===== src/core_pkg.sv =====
`default_nettype none

package core_pkg;

    // ~~~~~~~~~~~~~~~~~~~~~~~~~~~~~~~~~~~~~~~~~~~~~~~~~~~~~~~~~~
    // widths and constants.
    // ~~~~~~~~~~~~~~~~~~~~~~~~~~~~~~~~~~~~~~~~~~~~~~~~~~~~~~~~~~
    typedef logic [31:0] addr_t;
    typedef logic [31:0] instr_t;
    typedef logic [3:0]  bus_id_t;

    localparam addr_t   RESET_PC     = 32'h8000_0000;
    localparam bus_id_t FETCH_ID     = 4'd1;    // reads with any other id belong to the data side.
    localparam int      QUIET_CYCLES = 4;
    localparam addr_t   PC_STEP      = 32'd4;

    // holds the idle samples seen before the last one.
    typedef logic [$clog2(QUIET_CYCLES)-1:0] quiet_cnt_t;

    // ~~~~~~~~~~~~~~~~~~~~~~~~~~~~~~~~~~~~~~~~~~~~~~~~~~~~~~~~~~
    // grouped signals.
    // ~~~~~~~~~~~~~~~~~~~~~~~~~~~~~~~~~~~~~~~~~~~~~~~~~~~~~~~~~~
    typedef struct packed {
        logic  taken;   // branch or jal target valid.
        logic  jalr;    // jalr resolved this cycle.
        addr_t target;
    } redirect_t;

    typedef struct packed {
        logic    done;
        bus_id_t id;
        instr_t  data;
    } rd_resp_t;

    // ~~~~~~~~~~~~~~~~~~~~~~~~~~~~~~~~~~~~~~~~~~~~~~~~~~~~~~~~~~
    // state machines.
    // ~~~~~~~~~~~~~~~~~~~~~~~~~~~~~~~~~~~~~~~~~~~~~~~~~~~~~~~~~~
    typedef enum logic [2:0] {
        F_IDLE, F_QUIET1, F_QUIET2, F_QUIET3, F_REQ, F_WAIT, F_DONE
    } fetch_state_e;

    typedef enum logic [1:0] {
        MD_IDLE, MD_BUSY, MD_WAIT_FETCH, MD_RELEASE
    } md_state_e;

endpackage

`default_nettype wire


===== src/muldiv_hold.sv =====
`timescale 1ns/10ps
`default_nettype none

module muldiv_hold
    import core_pkg::*;
(
    input  logic clk,
    input  logic rst_n,
    input  logic md_start,
    input  logic md_done,
    input  logic fetch_done,
    output logic md_hold,
    output logic md_release
);

    md_state_e state;
    md_state_e state_nxt;

    // ~~~~~~~~~~~~~~~~~~~~~~~~~~~~~~~~~~~~~~~~~~~~~~~~~~~~~~~~~~
    // state register.
    // ~~~~~~~~~~~~~~~~~~~~~~~~~~~~~~~~~~~~~~~~~~~~~~~~~~~~~~~~~~
    always_ff @(posedge clk or negedge rst_n) begin
        if (!rst_n) begin
            state <= MD_IDLE;
        end else begin
            state <= state_nxt;
        end
    end

    // the unit and the outstanding fetch may finish in either order.
    always_comb begin
        state_nxt = state;
        unique case (state)
            MD_IDLE: begin
                if (md_start) begin
                    state_nxt = MD_BUSY;
                end
            end
            MD_BUSY: begin
                if (md_done && fetch_done) begin
                    state_nxt = MD_RELEASE;    // both ended together.
                end else if (md_done) begin
                    state_nxt = MD_WAIT_FETCH;
                end
            end
            MD_WAIT_FETCH: begin
                if (fetch_done) begin
                    state_nxt = MD_RELEASE;
                end
            end
            MD_RELEASE: begin
                state_nxt = MD_IDLE;           // a single step of the pc.
            end
            default: begin
                state_nxt = MD_IDLE;
            end
        endcase
    end

    // ~~~~~~~~~~~~~~~~~~~~~~~~~~~~~~~~~~~~~~~~~~~~~~~~~~~~~~~~~~
    // outputs decoded from the state.
    // ~~~~~~~~~~~~~~~~~~~~~~~~~~~~~~~~~~~~~~~~~~~~~~~~~~~~~~~~~~
    assign md_hold    = (state == MD_BUSY) || (state == MD_WAIT_FETCH);
    assign md_release = (state == MD_RELEASE);

endmodule

`default_nettype wire


===== src/fetch_ctrl.sv =====
`timescale 1ns/10ps
`default_nettype none

module fetch_ctrl
    import core_pkg::*;
(
    input  logic     clk,
    input  logic     rst_n,
    input  logic     bus_idle,
    input  logic     ar_ready,
    input  rd_resp_t rd_resp,
    input  addr_t    curr_pc,
    output logic     ar_valid,
    output bus_id_t  ar_id,
    output addr_t    ar_addr,
    output instr_t   instr,
    output logic     instr_valid,
    output logic     fetch_done
);

    fetch_state_e state;
    fetch_state_e state_nxt;
    quiet_cnt_t   quiet_cnt;
    logic         counting;
    logic         quiet_met;
    logic         ar_hs;
    logic         resp_hit;
    logic         req_start;

    assign ar_hs     = ar_valid && ar_ready;
    assign resp_hit  = rd_resp.done && (rd_resp.id == FETCH_ID);
    assign counting  = (state == F_IDLE) || (state == F_QUIET1) ||
                       (state == F_QUIET2) || (state == F_QUIET3);
    assign quiet_met = bus_idle && (quiet_cnt == quiet_cnt_t'(QUIET_CYCLES - 1));
    assign req_start = (state != F_REQ) && (state_nxt == F_REQ);

    // ~~~~~~~~~~~~~~~~~~~~~~~~~~~~~~~~~~~~~~~~~~~~~~~~~~~~~~~~~~
    // bus quiet counter.
    // ~~~~~~~~~~~~~~~~~~~~~~~~~~~~~~~~~~~~~~~~~~~~~~~~~~~~~~~~~~
    // any busy sample restarts the count from zero.
    always_ff @(posedge clk or negedge rst_n) begin
        if (!rst_n) begin
            quiet_cnt <= '0;
        end else if (counting && bus_idle && !quiet_met) begin
            quiet_cnt <= quiet_cnt + quiet_cnt_t'(1);
        end else begin
            quiet_cnt <= '0;
        end
    end

    // ~~~~~~~~~~~~~~~~~~~~~~~~~~~~~~~~~~~~~~~~~~~~~~~~~~~~~~~~~~
    // read request state machine.
    // ~~~~~~~~~~~~~~~~~~~~~~~~~~~~~~~~~~~~~~~~~~~~~~~~~~~~~~~~~~
    always_ff @(posedge clk or negedge rst_n) begin
        if (!rst_n) begin
            state <= F_IDLE;
        end else begin
            state <= state_nxt;
        end
    end

    always_comb begin
        state_nxt = state;
        unique case (state)
            F_IDLE, F_QUIET1, F_QUIET2, F_QUIET3: begin
                if (!bus_idle) begin
                    state_nxt = F_IDLE;
                end else if (quiet_met) begin
                    state_nxt = F_REQ;
                end else if (state == F_IDLE) begin
                    state_nxt = F_QUIET1;
                end else if (state == F_QUIET1) begin
                    state_nxt = F_QUIET2;
                end else begin
                    state_nxt = F_QUIET3;
                end
            end
            F_REQ: begin
                if (ar_hs) begin
                    state_nxt = F_WAIT;        // address beat taken.
                end
            end
            F_WAIT: begin
                if (resp_hit) begin
                    state_nxt = F_DONE;        // data reads in flight are skipped.
                end
            end
            F_DONE: begin
                state_nxt = F_IDLE;
            end
            default: begin
                state_nxt = F_IDLE;
            end
        endcase
    end

    // ~~~~~~~~~~~~~~~~~~~~~~~~~~~~~~~~~~~~~~~~~~~~~~~~~~~~~~~~~~
    // registered bus and decode outputs.
    // ~~~~~~~~~~~~~~~~~~~~~~~~~~~~~~~~~~~~~~~~~~~~~~~~~~~~~~~~~~
    always_ff @(posedge clk or negedge rst_n) begin
        if (!rst_n) begin
            ar_valid    <= 1'b0;
            ar_id       <= '0;
            instr       <= '0;
            instr_valid <= 1'b0;
        end else begin
            ar_valid    <= (state_nxt == F_REQ);  // stays up under back-pressure.
            ar_id       <= (state_nxt == F_REQ) ? FETCH_ID : '0;
            instr_valid <= (state_nxt == F_DONE);
            if ((state == F_WAIT) && resp_hit) begin
                instr <= rd_resp.data;
            end
        end
    end

    // the address is frozen at the request so a moving pc cannot disturb the beat.
    always_ff @(posedge clk) begin
        if (req_start) begin
            ar_addr <= curr_pc;
        end
    end

    assign fetch_done = (state == F_DONE);

endmodule

`default_nettype wire


===== src/pc_gen.sv =====
`timescale 1ns/10ps
`default_nettype none

module pc_gen
    import core_pkg::*;
(
    input  logic      clk,
    input  logic      rst_n,
    input  redirect_t redirect,
    input  logic      mem_stall,
    input  logic      md_hold,
    input  logic      md_release,
    input  logic      fetch_done,
    output addr_t     curr_pc
);

    addr_t pc_nxt;
    addr_t jalr_target;
    logic  jalr_pend;
    logic  load_jalr;

    // ~~~~~~~~~~~~~~~~~~~~~~~~~~~~~~~~~~~~~~~~~~~~~~~~~~~~~~~~~~
    // next pc selection.
    // ~~~~~~~~~~~~~~~~~~~~~~~~~~~~~~~~~~~~~~~~~~~~~~~~~~~~~~~~~~
    // the arithmetic release outranks every other source.
    always_comb begin
        pc_nxt    = curr_pc;
        load_jalr = 1'b0;
        if (md_release) begin
            pc_nxt = curr_pc + PC_STEP;
        end else if (md_hold) begin
            pc_nxt = curr_pc;
        end else if (mem_stall) begin
            pc_nxt = curr_pc;
        end else if (redirect.jalr) begin
            pc_nxt = curr_pc;                // target goes to the latch first.
        end else if (jalr_pend) begin
            pc_nxt    = jalr_target;
            load_jalr = 1'b1;
        end else if (redirect.taken) begin
            pc_nxt = redirect.target;
        end else if (fetch_done) begin
            pc_nxt = curr_pc + PC_STEP;
        end
    end

    // ~~~~~~~~~~~~~~~~~~~~~~~~~~~~~~~~~~~~~~~~~~~~~~~~~~~~~~~~~~
    // program counter.
    // ~~~~~~~~~~~~~~~~~~~~~~~~~~~~~~~~~~~~~~~~~~~~~~~~~~~~~~~~~~
    always_ff @(posedge clk or negedge rst_n) begin
        if (!rst_n) begin
            curr_pc <= RESET_PC;
        end else begin
            curr_pc <= pc_nxt;
        end
    end

    // ~~~~~~~~~~~~~~~~~~~~~~~~~~~~~~~~~~~~~~~~~~~~~~~~~~~~~~~~~~
    // delayed jalr.
    // ~~~~~~~~~~~~~~~~~~~~~~~~~~~~~~~~~~~~~~~~~~~~~~~~~~~~~~~~~~
    // the flag survives a hold and is cleared only once the target is loaded.
    always_ff @(posedge clk or negedge rst_n) begin
        if (!rst_n) begin
            jalr_pend <= 1'b0;
        end else if (redirect.jalr) begin
            jalr_pend <= 1'b1;
        end else if (load_jalr) begin
            jalr_pend <= 1'b0;
        end
    end

    always_ff @(posedge clk) begin
        if (redirect.jalr) begin
            jalr_target <= redirect.target;  // captured in the stall cycle.
        end
    end

endmodule

`default_nettype wire


===== src/ifetch_top.sv =====
`timescale 1ns/10ps
`default_nettype none

module ifetch_top
    import core_pkg::*;
(
    input  logic      clk,
    input  logic      rst_n,
    input  logic      bus_idle,
    input  logic      ar_ready,
    input  rd_resp_t  rd_resp,
    input  redirect_t redirect,
    input  logic      mem_stall,
    input  logic      md_start,
    input  logic      md_done,
    output logic      ar_valid,
    output bus_id_t   ar_id,
    output addr_t     ar_addr,
    output instr_t    instr,
    output logic      instr_valid,
    output addr_t     curr_pc
);

    logic fetch_done;
    logic md_hold;
    logic md_release;

    // ~~~~~~~~~~~~~~~~~~~~~~~~~~~~~~~~~~~~~~~~~~~~~~~~~~~~~~~~~~
    // front end blocks.
    // ~~~~~~~~~~~~~~~~~~~~~~~~~~~~~~~~~~~~~~~~~~~~~~~~~~~~~~~~~~
    muldiv_hold u_muldiv_hold (
        .clk        (clk),
        .rst_n      (rst_n),
        .md_start   (md_start),
        .md_done    (md_done),
        .fetch_done (fetch_done),
        .md_hold    (md_hold),
        .md_release (md_release)
    );

    fetch_ctrl u_fetch_ctrl (
        .clk         (clk),
        .rst_n       (rst_n),
        .bus_idle    (bus_idle),
        .ar_ready    (ar_ready),
        .rd_resp     (rd_resp),
        .curr_pc     (curr_pc),
        .ar_valid    (ar_valid),
        .ar_id       (ar_id),
        .ar_addr     (ar_addr),
        .instr       (instr),
        .instr_valid (instr_valid),
        .fetch_done  (fetch_done)
    );

    pc_gen u_pc_gen (
        .clk        (clk),
        .rst_n      (rst_n),
        .redirect   (redirect),
        .mem_stall  (mem_stall),
        .md_hold    (md_hold),
        .md_release (md_release),
        .fetch_done (fetch_done),
        .curr_pc    (curr_pc)
    );

endmodule

`default_nettype wire


===== config.mk =====
export PLATFORM = sky130hd
export DESIGN_NAME = ifetch_top
export DESIGN_NICKNAME = d
export VERILOG_FILES = /design/src/core_pkg.sv /design/src/muldiv_hold.sv /design/src/fetch_ctrl.sv /design/src/pc_gen.sv /design/src/ifetch_top.sv
export SDC_FILE = /design/constraint.sdc
export NUM_CORES = 1
export LEC_CHECK = 0
export BUFFER_PORTS_ARGS = -buffer_cell sky130_fd_sc_hd__buf_4
export CORE_ASPECT_RATIO = 0.9
export CORE_UTILIZATION = 49
export CTS_BUF_LIST = sky130_fd_sc_hd__clkbuf_8
export CTS_CLUSTER_DIAMETER = 120
export DETAILED_ROUTE_END_ITERATION = 12
export GPL_ROUTABILITY_DRIVEN = 1
export PLACE_DENSITY = 0.9
export SYNTH_ARGS = -nofsm -noshare
export SYNTH_HDL_FRONTEND = slang
export SYNTH_HIERARCHICAL = 1
export SYNTH_SLANG_ARGS = --single-unit
export TNS_END_PERCENT = 5

===== constraint.sdc =====
create_clock -name clk -period 2.2 [get_ports clk]
set_input_delay 0.11 -clock clk [delete_from_list [all_inputs] [get_ports clk]]
set_output_delay 0.11 -clock clk [all_outputs]
set_load 0.01 [all_outputs]

Word-level counts from Yosys, hierarchy flattened
Cells that the tools add are included.
Widths: inputs -> output; s select.
Storage, ports and cells
  bits in registers: 142
  bits in latches: 0
  memory bits (writable): 0
  bits in read-only memories: 0
  bits of input ports: 78
  output and inout bits: 102
  word-level logic and storage cells: 81
  memories: 0
Cells by class
  add/subtract/negate cells: 2
  multiply operators: 0
  divide/modulo/power cells: 0
  order comparisons: 0
  equal/unequal tests: 20
  shift-type cells: 0
  mux-type cells: 28
  bitwise gates (word level): 0
  reductions and logical operators: 20
Operator list (count)
  $mux 32: 7
  $add 32x3->32 const B: 1
  $eq 3x3->1 const B: 5
  $mux 3: 5
  $mux 2: 5
  $mux 1: 9
  $pmux 3 s3: 1
  $logic_and 1x1->1: 8
  $ne 2x1->1 const B: 4
  $pmux 2 s4: 1
  $eq 2x2->1 const B: 3
  $eq 3x2->1 const B: 2
  $eq 4x1->1 const B: 1
  $logic_or 1x1->1: 4
  $reduce_and 4->1: 1
  $reduce_bool 4->1: 1
  $reduce_or 4->1: 1
  $eq 3x1->1 const B: 1
  $logic_not 3->1: 1
  $ne 3x2->1 const B: 1
  $ne 3x3->1 const B: 1
  $reduce_and 3->1: 1
  $add 2x1->2 const B: 1
  $eq 2x1->1 const B: 1
  4 further kinds: 4

Longest topological paths before layout
Gate-level depths: netlist of run 1.
  word-level depth: 8
  mapped depth: 9
  mapped depth without buffers: 7

Modules after synthesis
Netlist of run 1, hierarchy kept.
By module, submodules not included
  pc_gen: instances 1, cells each 322, area an instance 3349.5 um^2, seq. area each 1788.0 um^2
  fetch_ctrl: instances 1, cells each 138, area an instance 2657.5 um^2, seq. area each 1936.9 um^2
  muldiv_hold: instances 1, cells each 17, area an instance 186.4 um^2, seq. area each 50.0 um^2

Worst setup path after synthesis of run 1
No wires, ideal clock.
  path kind: flip-flop to flip-flop
  start point: register u_muldiv_hold.state[0]
  end point: register u_pc_gen.curr_pc[22]
  library setup time: 0.126 ns
  arrival: 2.041 ns
  data required time: 2.074 ns
  slack: 0.033 ns
  cell stages (with the launch flop): 8
  path buffers: 1
  period minus slack after synthesis: 2.167 ns
  cell sequence: dfrtp_1 > inv_1 > ha_1 > or3_1 > o21ai_0 > clkbuf_1 > o21ai_0 > a221o_1
Between the ends
  longest elaborated chain between the ends: 4
  elaborated cells on any way between the ends: 10
  classes of those cells: eq/ne (6); mux (1); reduce/logical (3)
Ends and longest elaborated chain
  start, declared: RTL line muldiv_hold.sv:16  | md_state_e state;
  start signal, assigned: RTL line muldiv_hold.sv:26  | state <= state_nxt;
  $eq 2x1->1 or $eq 2x2->1 (tied branches): RTL line muldiv_hold.sv:63  | assign md_hold = (state == MD_BUSY) || (state == MD_WAIT_FETCH);
  $logic_or 1x1->1 (*): RTL line muldiv_hold.sv:63
  named net md_hold: RTL line ifetch_top.sv:25  | logic md_hold;
  $ne 2x1->1 (no source line) (*)
  $reduce_and 4->1 (no source line) (*)
  end signal, assigned: RTL line pc_gen.sv:54  | curr_pc <= pc_nxt;
  end, declared: RTL line pc_gen.sv:14  | output addr_t curr_pc
The timed path passes the listed nets; every way through them passes the cells marked *.
A chain may end at the register's enable or synchronous reset.

Worst setup path in the final report of run 1
  start point: register u_muldiv_hold.state[0]
  end point: register u_pc_gen.curr_pc[8]
The elaborated chain is that of the path after synthesis.

==> results.json, run 1 <==
{
  "status": "finished, final reports clean",
  "seq_area_um2": 3770,
  "synth-simple-area-share": 0.111,
  "viasPerCell": 5.89,
  "grt_pass1_vias": 5464,
  "ys.flop_type": "dfrtp_1",
  "synth_top_family_by_area": "compound AO/OA/AOI/OAI gates",
  "nets": 832,
  "synth_edf_count": 64,
  "cp_slowest_cell": "or3_1",
  "postSynthCellCount": 477,
  "worst_hold_slack_ps": 116,
  "endpoint_kind": "flip-flop",
  "cts-root-buf": "clkbuf_8",
  "critPathKind": "flip-flop to flip-flop",
  "floorplan.initialDensity": 0.509,
  "dp_hpwl_mm": 12.1,
  "synth-compound-area-share": 0.149,
  "clock.fmax_mhz": 469,
  "multi_input_area_um2": 2230,
  "overflow": 0,
  "drc_errors": 0,
  "grt_pass1_wl_mm": 28.7,
  "diodes": 0,
  "grt_max_degree": 75,
  "wl_per_cell_um": 20.7,
  "antenna_found_initial": 0,
  "crit_buf_inv": 2,
  "ys.warnings.count": 6,
  "p_per_area_nw_per_um2": 1140,
  "cpPeakStageDelay_ps": 430,
  "numPortBuffers": 176,
  "worst_pin_slew_ps": 958,
  "arrival_ps": 2430,
  "synth_cell_types": 61,
  "ys_top_cells_by_area": "edfxtp_1 31%, dfrtp_1 29%, mux2_4 7.5%, o21ai_0 2.8%, a22oi_1 2.2%",
  "synth_common_cells": "73 x dfrtp_1, 64 x edfxtp_1, 35 x o21ai_0",
  "finish.utilization": 0.738,
  "fin_crit_sh": 0.969,
  "async_flop_share": 0.536,
  "setup.worst_path.start_class": "flip-flop",
  "cts_tree": "done",
  "clockBufferDepth": 2,
  "coreArea_um2": 12200,
  "setup_viol": 0,
  "worstPathMaxFanout": 22,
  "synth_fa_ha_area_frac": 0.0121,
  "holdCritPathClass": "input port to flip-flop",
  "post_cts.repair.setup_buffers": 0,
  "die_w_um": 121,
  "max-vdd-ir-drop_mv": 0.750,
  "die_area_um2": 13100,
  "drt_iter0_markers": 822,
  "drive_gt1_frac": 0.384,
  "finalHoldViolCount": 0,
  "slew_viol_final": 0,
  "required_ps": 2500,
  "cts.sinks": 138,
  "ctsHtreeMaxLevel": 4,
  "place_area_um2": 7840,
  "wirelength_mm": 19.0,
  "cp_cell_sequence": "inv_2 > ha_4 > or3_1 > o21a_2 > buf_12 > o21ai_0 > o311ai_0",
  "period_minus_slack_ps": 2130,
  "avgSynthCellArea_um2": 13.0,
  "ys_seq_area_frac": 0.609,
  "slew_headroom": 0.362,
  "die_height_um": 109,
  "area_growth_pct": 45.1,
  "io_pins": 180,
  "drtAntennaViolNets": 0,
  "leakage_uw": 0.00404,
  "synth_top_area_cell": "edfxtp_1",
  "synth.ff_latch_count": 138,
  "synth_most_common_cell": "dfrtp_1",
  "synth_mux_area_frac": 0.0820,
  "vias": 5424,
  "netlist_area_um2": 6190,
  "clk_latency_ps": 440,
  "final_area_um2": 8980,
  "fill_cells": 766,
  "drtPass1Iterations": 6,
  "path_clk_slew_ps": 80,
  "fin_skew_ps": 13.6,
  "synth_top_area_share": 0.310,
  "grt_use_total": 0.293,
  "synth_xor_area_frac": 0,
  "max-cap-violations": 0,
  "fp-row-count": 38,
  "cts_made_buffers": 17,
  "place_congestion": 0.862,
  "crit_family": "compound AO/OA/AOI/OAI gates"
}
-- cell type report --
type / instances / area share
inverters: 11 / 0.00460
clock inverters: 14 / 0.0170
well taps: 160 / 0.0223
flip-flops and latches: 138 / 0.420
clock buffers: 18 / 0.0276
repair buffers: 284 / 0.260
multi-input cells: 296 / 0.248
-- cell families after synthesis --
group,after synthesis
DFF,138
other,1
muxes,35
buffers and inverters,45
and+or+nand+nor,121
adders and majority gates,6
AOI/OAI and AO/OA,131
-- what timing repair did --
item / CTS / global route
hold endpoints to repair: 146 / 0
hold buffers: 72 / 0
resized for setup: 0 / 8
endpoints found under the setup margin: 0 / 20
-- cells in the final DEF (no fill, tap or decap), types with 3 or more instances in the layout --
cell type,Yosys,final
clkbuf_8,0,18
nor4_1,3,3
bufinv_16,0,3
o22ai_1,5,5
o211ai_1,11,11
o32a_1,6,6
nand2b_2,2,3
o2bb2ai_1,3,3
nand4_1,7,7
dlygate4sd3_1,0,72
dfrtp_1,73,73
a22o_1,6,6
o311ai_0,4,3
o21ai_0,35,34
buf_4,4,210
a31oi_1,9,8
nor2b_1,4,4
and3_1,8,8
nand3_1,14,14
nor3_1,10,9
nand2_1,26,26
mux2_4,31,31
a21oi_1,9,9
nor2_1,20,20
a22oi_1,18,18
or3_1,3,3
clkinv_2,0,5
conb_1,1,3
nand2b_1,6,5
or4_1,3,3
o221ai_1,4,4
inv_1,11,10
edfxtp_1,64,64
ha_1,6,5
a221o_1,8,8
-- tightest hold or removal path, delay by kind of cell --
family                 cells  cell delay [ps]
buffers and inverters      1               90
AO/OA/AOI/OAI              1              110
multiplexers               1              210
-- state kept, by name, summed over array words and instances (netlist names) --
name and flops:
u_fetch_ctrl/ar_id 1, u_fetch_ctrl/instr_valid 1, u_fetch_ctrl/quiet_cnt 2, u_pc_gen/jalr_target 32, u_fetch_ctrl/state 3, u_pc_gen/jalr_pend 1, u_fetch_ctrl/ar_addr 32, u_pc_gen/curr_pc 32
u_muldiv_hold/state 2, u_fetch_ctrl/instr 32
-- final timing paths --
check / from / end / slack (ps) / cells after the start
setup reg to reg: u_muldiv_hold/state[0] / u_pc_gen/curr_pc[8] / 70 / 7
setup / recovery: u_muldiv_hold/state[0] / u_pc_gen/curr_pc[8] / 70 / 7
max in group asynchronous: rst_n / u_fetch_ctrl/instr[14] / 1220 / 2
min in group asynchronous: rst_n / u_fetch_ctrl/instr[7] / 320 / 2
hold reg to reg: u_fetch_ctrl/quiet_cnt[0] / u_fetch_ctrl/quiet_cnt[0] / 440 / 1
hold / removal: md_done / u_muldiv_hold/state[1] / 120 / 3
-- power by group --
part	leakage, µW	internal, µW	switching (µW)
Clock	0.000203	1130	967
Combinational	0.00228	2000	2230
Sequential	0.00156	3360	568
-- per-stage QoR --
step	setup slack [ps]	total power [µW]	TNS (ps)	instances
global placement	141	7580	0	817
finish	69.0	10300	0	921
floorplan	33.1	5900	0	479
CTS	24.0	9990	0	921
global route	-16.0	10700	-16.0	921
detailed placement	28.2	7800	0	817
-- per-layer routing --
layer	GRT usage	routed length (µm)	vias up
met1	0.374	7270	2633
li1	-	-	2370
met2	0.485	9550	356
met4	0.113	542	0
met5	0	0	-
met3	0.0727	1670	65
No activity file was read; power rests on OpenSTA's default activity.
==> inputs of run 2 (changes only) <==
--- a/config.mk
+++ b/config.mk
@@ -7,12 +7,12 @@
 export LEC_CHECK = 0
 export BUFFER_PORTS_ARGS = -buffer_cell sky130_fd_sc_hd__buf_4
 export CORE_ASPECT_RATIO = 0.9
-export CORE_UTILIZATION = 49
+export CORE_UTILIZATION = 58
 export CTS_BUF_LIST = sky130_fd_sc_hd__clkbuf_8
 export CTS_CLUSTER_DIAMETER = 120
 export DETAILED_ROUTE_END_ITERATION = 12
 export GPL_ROUTABILITY_DRIVEN = 1
-export PLACE_DENSITY = 0.9
+export PLACE_DENSITY = 0.95
 export SYNTH_ARGS = -nofsm -noshare
 export SYNTH_HDL_FRONTEND = slang
 export SYNTH_HIERARCHICAL = 1
==> constraint.sdc (replaced) <==
create_clock -name clk -period 2.5 [get_ports clk]
set_input_delay 0.125 -clock clk [delete_from_list [all_inputs] [get_ports clk]]
set_output_delay 0.125 -clock clk [all_outputs]
set_load 0.01 [all_outputs]
==> results.json, run 2 (synthesis gave the netlist of run 1 again) <==
{
  "cp_cell_sequence": "inv_1 > ha_1 > or3_1 > o21a_2 > buf_4 > o21ai_0 > o21ai_0",
  "r2r_slack_ps": -9,
  "ctsHtreeMaxLevel": 4,
  "max-cap-violations": 0,
  "antenna_found_initial": 1,
  "fin_crit_sh": 1.00,
  "nets": 804,
  "wl_per_cell_um": 24.3,
  "dp_hpwl_mm": 11.6,
  "clock.fmax_mhz": 399,
  "clk_latency_ps": 460,
  "vias": 5707,
  "finalWorstSetupSlack_ps": -8.69,
  "wirelength_mm": 20.9,
  "diodes": 0,
  "holdPathEnd": "u_muldiv_hold/state[0]",
  "drc_errors": 0,
  "hold_depth": 3,
  "place_area_um2": 7580,
  "cts.sinks": 138,
  "die_height_um": 100,
  "area_growth_pct": 41.2,
  "fin_skew_ps": 20.3,
  "path_clk_slew_ps": 70,
  "p_per_area_nw_per_um2": 1050,
  "grt_pass1_vias": 5606,
  "drtAntennaViolNets": 0,
  "required_ps": 2790,
  "fp-row-count": 35,
  "setup.worst_path.start_class": "flip-flop",
  "viasPerCell": 6.62,
  "cts-root-buf": "clkbuf_8",
  "setup_viol": 1,
  "fill_cells": 454,
  "slew_headroom": 0.364,
  "slew_viol_final": 0,
  "cp_slowest_cell": "or3_1",
  "mostFrequentLayoutCells": "187 x buf_4, 72 x dfrtp_1, 69 x dlygate4sd3_1, 64 x edfxtp_1, 35 x o21ai_0",
  "power_uw": 9180,
  "cpPeakStageDelay_ps": 430,
  "period_minus_slack_ps": 2510,
  "violations": "negative setup slack",
  "multi_input_area_um2": 2210,
  "grt_max_degree": 75,
  "worst_pin_slew_ps": 955,
  "arrival_ps": 2800,
  "drt_iter0_markers": 1134,
  "worstPathMaxFanout": 17,
  "grt_pass1_wl_mm": 32.0,
  "place_congestion": 0.890,
  "drive_gt1_frac": 0.360,
  "critPathKind": "flip-flop to flip-flop",
  "cts_tree": "done",
  "numPortBuffers": 176,
  "hp-start": "md_done",
  "die_w_um": 111,
  "final_area_um2": 8750,
  "drtPass1Iterations": 8,
  "overflow": 0,
  "regToRegEndpoint": "u_pc_gen/curr_pc[16]",
  "grt_use_total": 0.387,
  "crit_buf_inv": 2,
  "r2r_start": "u_muldiv_hold/state[0]",
  "endpoint_kind": "flip-flop",
  "finalHoldViolCount": 0,
  "seq_area_um2": 3780,
  "cts_made_buffers": 17,
  "max-vdd-ir-drop_mv": 0.821,
  "clockBufferDepth": 2,
  "status": "complete, but fails checks",
  "coreArea_um2": 10300,
  "leakage_uw": 0.00392,
  "holdCritPathClass": "input port to flip-flop",
  "cp_common_cell": "o21ai_0",
  "die_area_um2": 11100,
  "crit_family": "compound AO/OA/AOI/OAI gates",
  "floorplan.initialDensity": 0.602,
  "worstRegToRegCells": 7,
  "io_pins": 180,
  "rsz0062_at_grt": "no",
  "final_common_cell": "buf_4"
}
-- run 2: cell types whose count changed in the layout (fill, tap and decap cells not counted), moves of 2 or more --
| cell | delta |
|---|---|
| clkinv_2 | -2 |
| buf_12 | -2 |
| buf_4 | -23 |
| inv_1 | +3 |
| bufinv_16 | +3 |
| dlygate4sd3_1 | -3 |
-- run 2: stage by stage --
step	util	std cells	setup slack (ps)	hold WS, ps	TNS [ps]
2_1_floorplan	-	479	333	-171	0
4_1_cts	0.848	861	83.2	1.78	0
6_report	0.850	862	-8.69	75.2	-8.69
5_1_grt	0.850	862	6.97	45.9	0
3_5_place_dp	0.737	761	115	316	0
3_3_place_gp	0.737	761	303	308	0
-- run 2: worst max-delay path by stage --
stage / cells past startpoint / from / endpoint / slack, ps
floorplan: 7 / u_muldiv_hold/state[0] / u_pc_gen/curr_pc[22] / 330
global placement: 7 / u_muldiv_hold/state[0] / u_pc_gen/curr_pc[26] / 300
detailed placement: 7 / u_muldiv_hold/state[0] / u_pc_gen/curr_pc[13] / 120
CTS: 7 / u_muldiv_hold/state[0] / u_pc_gen/curr_pc[28] / 80
global route: 6 / u_muldiv_hold/state[1] / u_pc_gen/curr_pc[29] / 7
finish: 7 / u_muldiv_hold/state[0] / u_pc_gen/curr_pc[16] / -9
-- run 2: report_power, final --
| part | switching [µW] | internal [µW] | total (µW) |
|---|---|---|---|
| clock network | 907 | 1280 | 2180 |
| registers | 727 | 2950 | 3680 |
| logic | 1840 | 1470 | 3320 |
-- run 2: layer usage --
| metal | up-vias | track usage | share of wire |
|---|---|---|---|
| met5 | - | 0 | 0 |
| met4 | 0 | 0.189 | 0.056 |
| met3 | 143 | 0.121 | 0.11 |
| met2 | 566 | 0.611 | 0.48 |
| met1 | 2676 | 0.490 | 0.35 |
| li1 | 2322 | - | - |
-- run 2: tightest hold or removal path: stages --
cell	delay [ps]
buf_4	90
o211ai_2	110
o2bb2ai_1	150
-- run 2: cell type report --
| cell class | instances | share of cell area |
|---|---|---|
| clock buffer | 17 | 0.0267 |
| clock inverter | 15 | 0.0265 |
| inverter | 11 | 0.00472 |
| multi-input combinational | 296 | 0.252 |
| sequential | 138 | 0.432 |
| tap | 129 | 0.0185 |
| timing repair buffer | 256 | 0.239 |
-- run 2: repair_timing --
action                                 CTS  global route
setup buffers                            0             0
setup endpoints to repair                0            23
hold buffers                            68             1
gates resized for setup                  0             4
endpoints found under the hold margin  141             1
==> inputs of run 3 (changes only) <==
--- a/config.mk
+++ b/config.mk
@@ -7,7 +7,7 @@
 export LEC_CHECK = 0
 export BUFFER_PORTS_ARGS = -buffer_cell sky130_fd_sc_hd__buf_4
 export CORE_ASPECT_RATIO = 0.9
-export CORE_UTILIZATION = 58
+export CORE_UTILIZATION = 55
 export CTS_BUF_LIST = sky130_fd_sc_hd__clkbuf_8
 export CTS_CLUSTER_DIAMETER = 120
 export DETAILED_ROUTE_END_ITERATION = 12
==> results.json, run 3 (synthesis gave the netlist of run 1 again) <==
{
  "grt_use_total": 0.325,
  "vias": 5491,
  "p_comb_frac": 0.370,
  "finalHoldViolCount": 0,
  "rsz0062_at_grt": "no",
  "grt_max_degree": 75,
  "viasPerCell": 6.20,
  "dp_cells": 786,
  "coreArea_um2": 10900,
  "ctsHtreeMaxLevel": 4,
  "slew_viol_final": 0,
  "endpoint_kind": "flip-flop",
  "wirelength_mm": 19.1,
  "dp_hpwl_mm": 11.6,
  "clockBufferDepth": 2,
  "path_clk_slew_ps": 80,
  "worst_pin_slew_ps": 1180,
  "place_congestion": 0.882,
  "r2r_slack_ps": 90,
  "clk_latency_ps": 450,
  "instances_no_fill": 886,
  "status": "finished, final reports clean",
  "p_seq_frac": 0.407,
  "final_common_cell": "buf_4",
  "drc_errors": 0,
  "arrival_ps": 2700,
  "drtPass1Iterations": 6,
  "max-cap-violations": 0,
  "io_pins": 180,
  "cts_made_buffers": 17,
  "die_w_um": 114,
  "setup_viol": 0,
  "die_area_um2": 11700,
  "fp-row-count": 36,
  "numPortBuffers": 176,
  "final_area_um2": 8760,
  "period_minus_slack_ps": 2410,
  "max-vdd-ir-drop_mv": 0.714,
  "p_int_uw": 5570,
  "clock.fmax_mhz": 415,
  "cts-root-buf": "clkbuf_8",
  "cpPeakStageDelay_ps": 460,
  "leakage_uw": 0.00392,
  "holdCritPathClass": "input port to flip-flop",
  "cp_cell_sequence": "inv_1 > ha_1 > or3_1 > o21a_2 > buf_4 > o21ai_1 > o311ai_0",
  "area_growth_pct": 41.5,
  "overflow": 0,
  "p_sw_uw": 3330,
  "clockPowerShare": 0.223,
  "drtAntennaViolNets": 0,
  "setup.worst_path.start_class": "flip-flop",
  "worstPathMaxFanout": 12,
  "post_cts.repair.setup_buffers": 0,
  "grt_pass1_wl_mm": 28.3,
  "diodes": 0,
  "wl_per_cell_um": 21.5,
  "floorplan.initialDensity": 0.568,
  "cp_slowest_cell": "or3_1",
  "cts_tree": "done",
  "setup_tns_ps": 0,
  "nets": 805,
  "critPathKind": "flip-flop to flip-flop",
  "fin_crit_sh": 0.963,
  "grt_pass1_vias": 5212,
  "slew_headroom": 0.209,
  "swShare": 0.374,
  "drt_iter0_markers": 969,
  "cts.sinks": 138,
  "p_per_area_nw_per_um2": 1020,
  "place_area_um2": 7640,
  "mostFrequentLayoutCells": "188 x buf_4, 73 x dfrtp_1, 68 x dlygate4sd3_1, 64 x edfxtp_1, 34 x o21ai_0",
  "antenna_found_initial": 0,
  "required_ps": 2790,
  "drive_gt1_frac": 0.365,
  "die_height_um": 103,
  "fin_skew_ps": 24.7
}
==> run 3: repair_timing <==
| item | in CTS | in global routing |
|---|---|---|
| gates resized for setup | 0 | 6 |
| endpoints found under the setup margin | 0 | 11 |
| endpoints found under the hold margin | 144 | 0 |
| hold buffers | 68 | 0 |
==> run 3: worst paths after layout <==
path / start / end / cells after the start
max: u_muldiv_hold/state[0] / u_pc_gen/curr_pc[12] / 7
min: bus_idle / u_fetch_ctrl/state[2] / 3
max reg2reg: u_muldiv_hold/state[0] / u_pc_gen/curr_pc[12] / 7
min reg2reg: u_fetch_ctrl/quiet_cnt[0] / u_fetch_ctrl/quiet_cnt[0] / 1
max in group asynchronous: rst_n / u_pc_gen/curr_pc[27] / 2
min in group asynchronous: rst_n / u_fetch_ctrl/instr_valid / 2
==> run 3: power by group through the flow <==
stage / logic, µW / registers (µW) / clock network, µW
2_1_floorplan: 1620 / 3570 / 0
3_3_place_gp: 2850 / 3560 / 0
3_5_place_dp: 2980 / 3610 / 0
4_1_cts: 3100 / 3570 / 1960
5_1_grt: 3480 / 3680 / 2080
6_report: 3300 / 3620 / 1980
==> run 3: per-stage QoR <==
step	setup WS, ps	hold WS [ps]	power (µW)	util
2_1_floorplan	333	-171	5190	-
3_3_place_gp	317	311	6410	0.701
3_5_place_dp	127	318	6590	0.701
4_1_cts	64.7	4.59	8630	0.802
5_1_grt	12.0	31.2	9240	0.804
6_report	93.2	26.6	8900	0.804
==> run 3: layout make-up <==
class / count / area, µm²
Timing Repair Buffer: 257 / 2110
Clock buffer: 18 / 248
Inverter: 11 / 41.3
Tap cell: 152 / 190
Multi-Input combinational cell: 296 / 2220
Sequential cell: 138 / 3770
Clock inverter: 14 / 176
Fill cell: 592 / 2140
==> run 3: metal layers <==
| layer | global-route usage | vias to the layer above | share of wire | wire, µm |
|---|---|---|---|---|
| met3 | 0.0823 | 98 | 0.11 | 2010 |
| met2 | 0.520 | 452 | 0.48 | 9220 |
| li1 | - | 2322 | - | - |
| met1 | 0.422 | 2619 | 0.37 | 7030 |
| met4 | 0.157 | 0 | 0.043 | 830 |
| met5 | 0 | - | 0 | 0 |
==> run 3: critical path: cells and delay by family, from the launching register on <==
kind,cells,cell delay (ps)
AND/OR/NAND/NOR,1,460
AO/OA/AOI/OAI,3,700
adder cells (fa/ha/maj),1,370
buffers and inverters,2,310
flip-flops,1,410
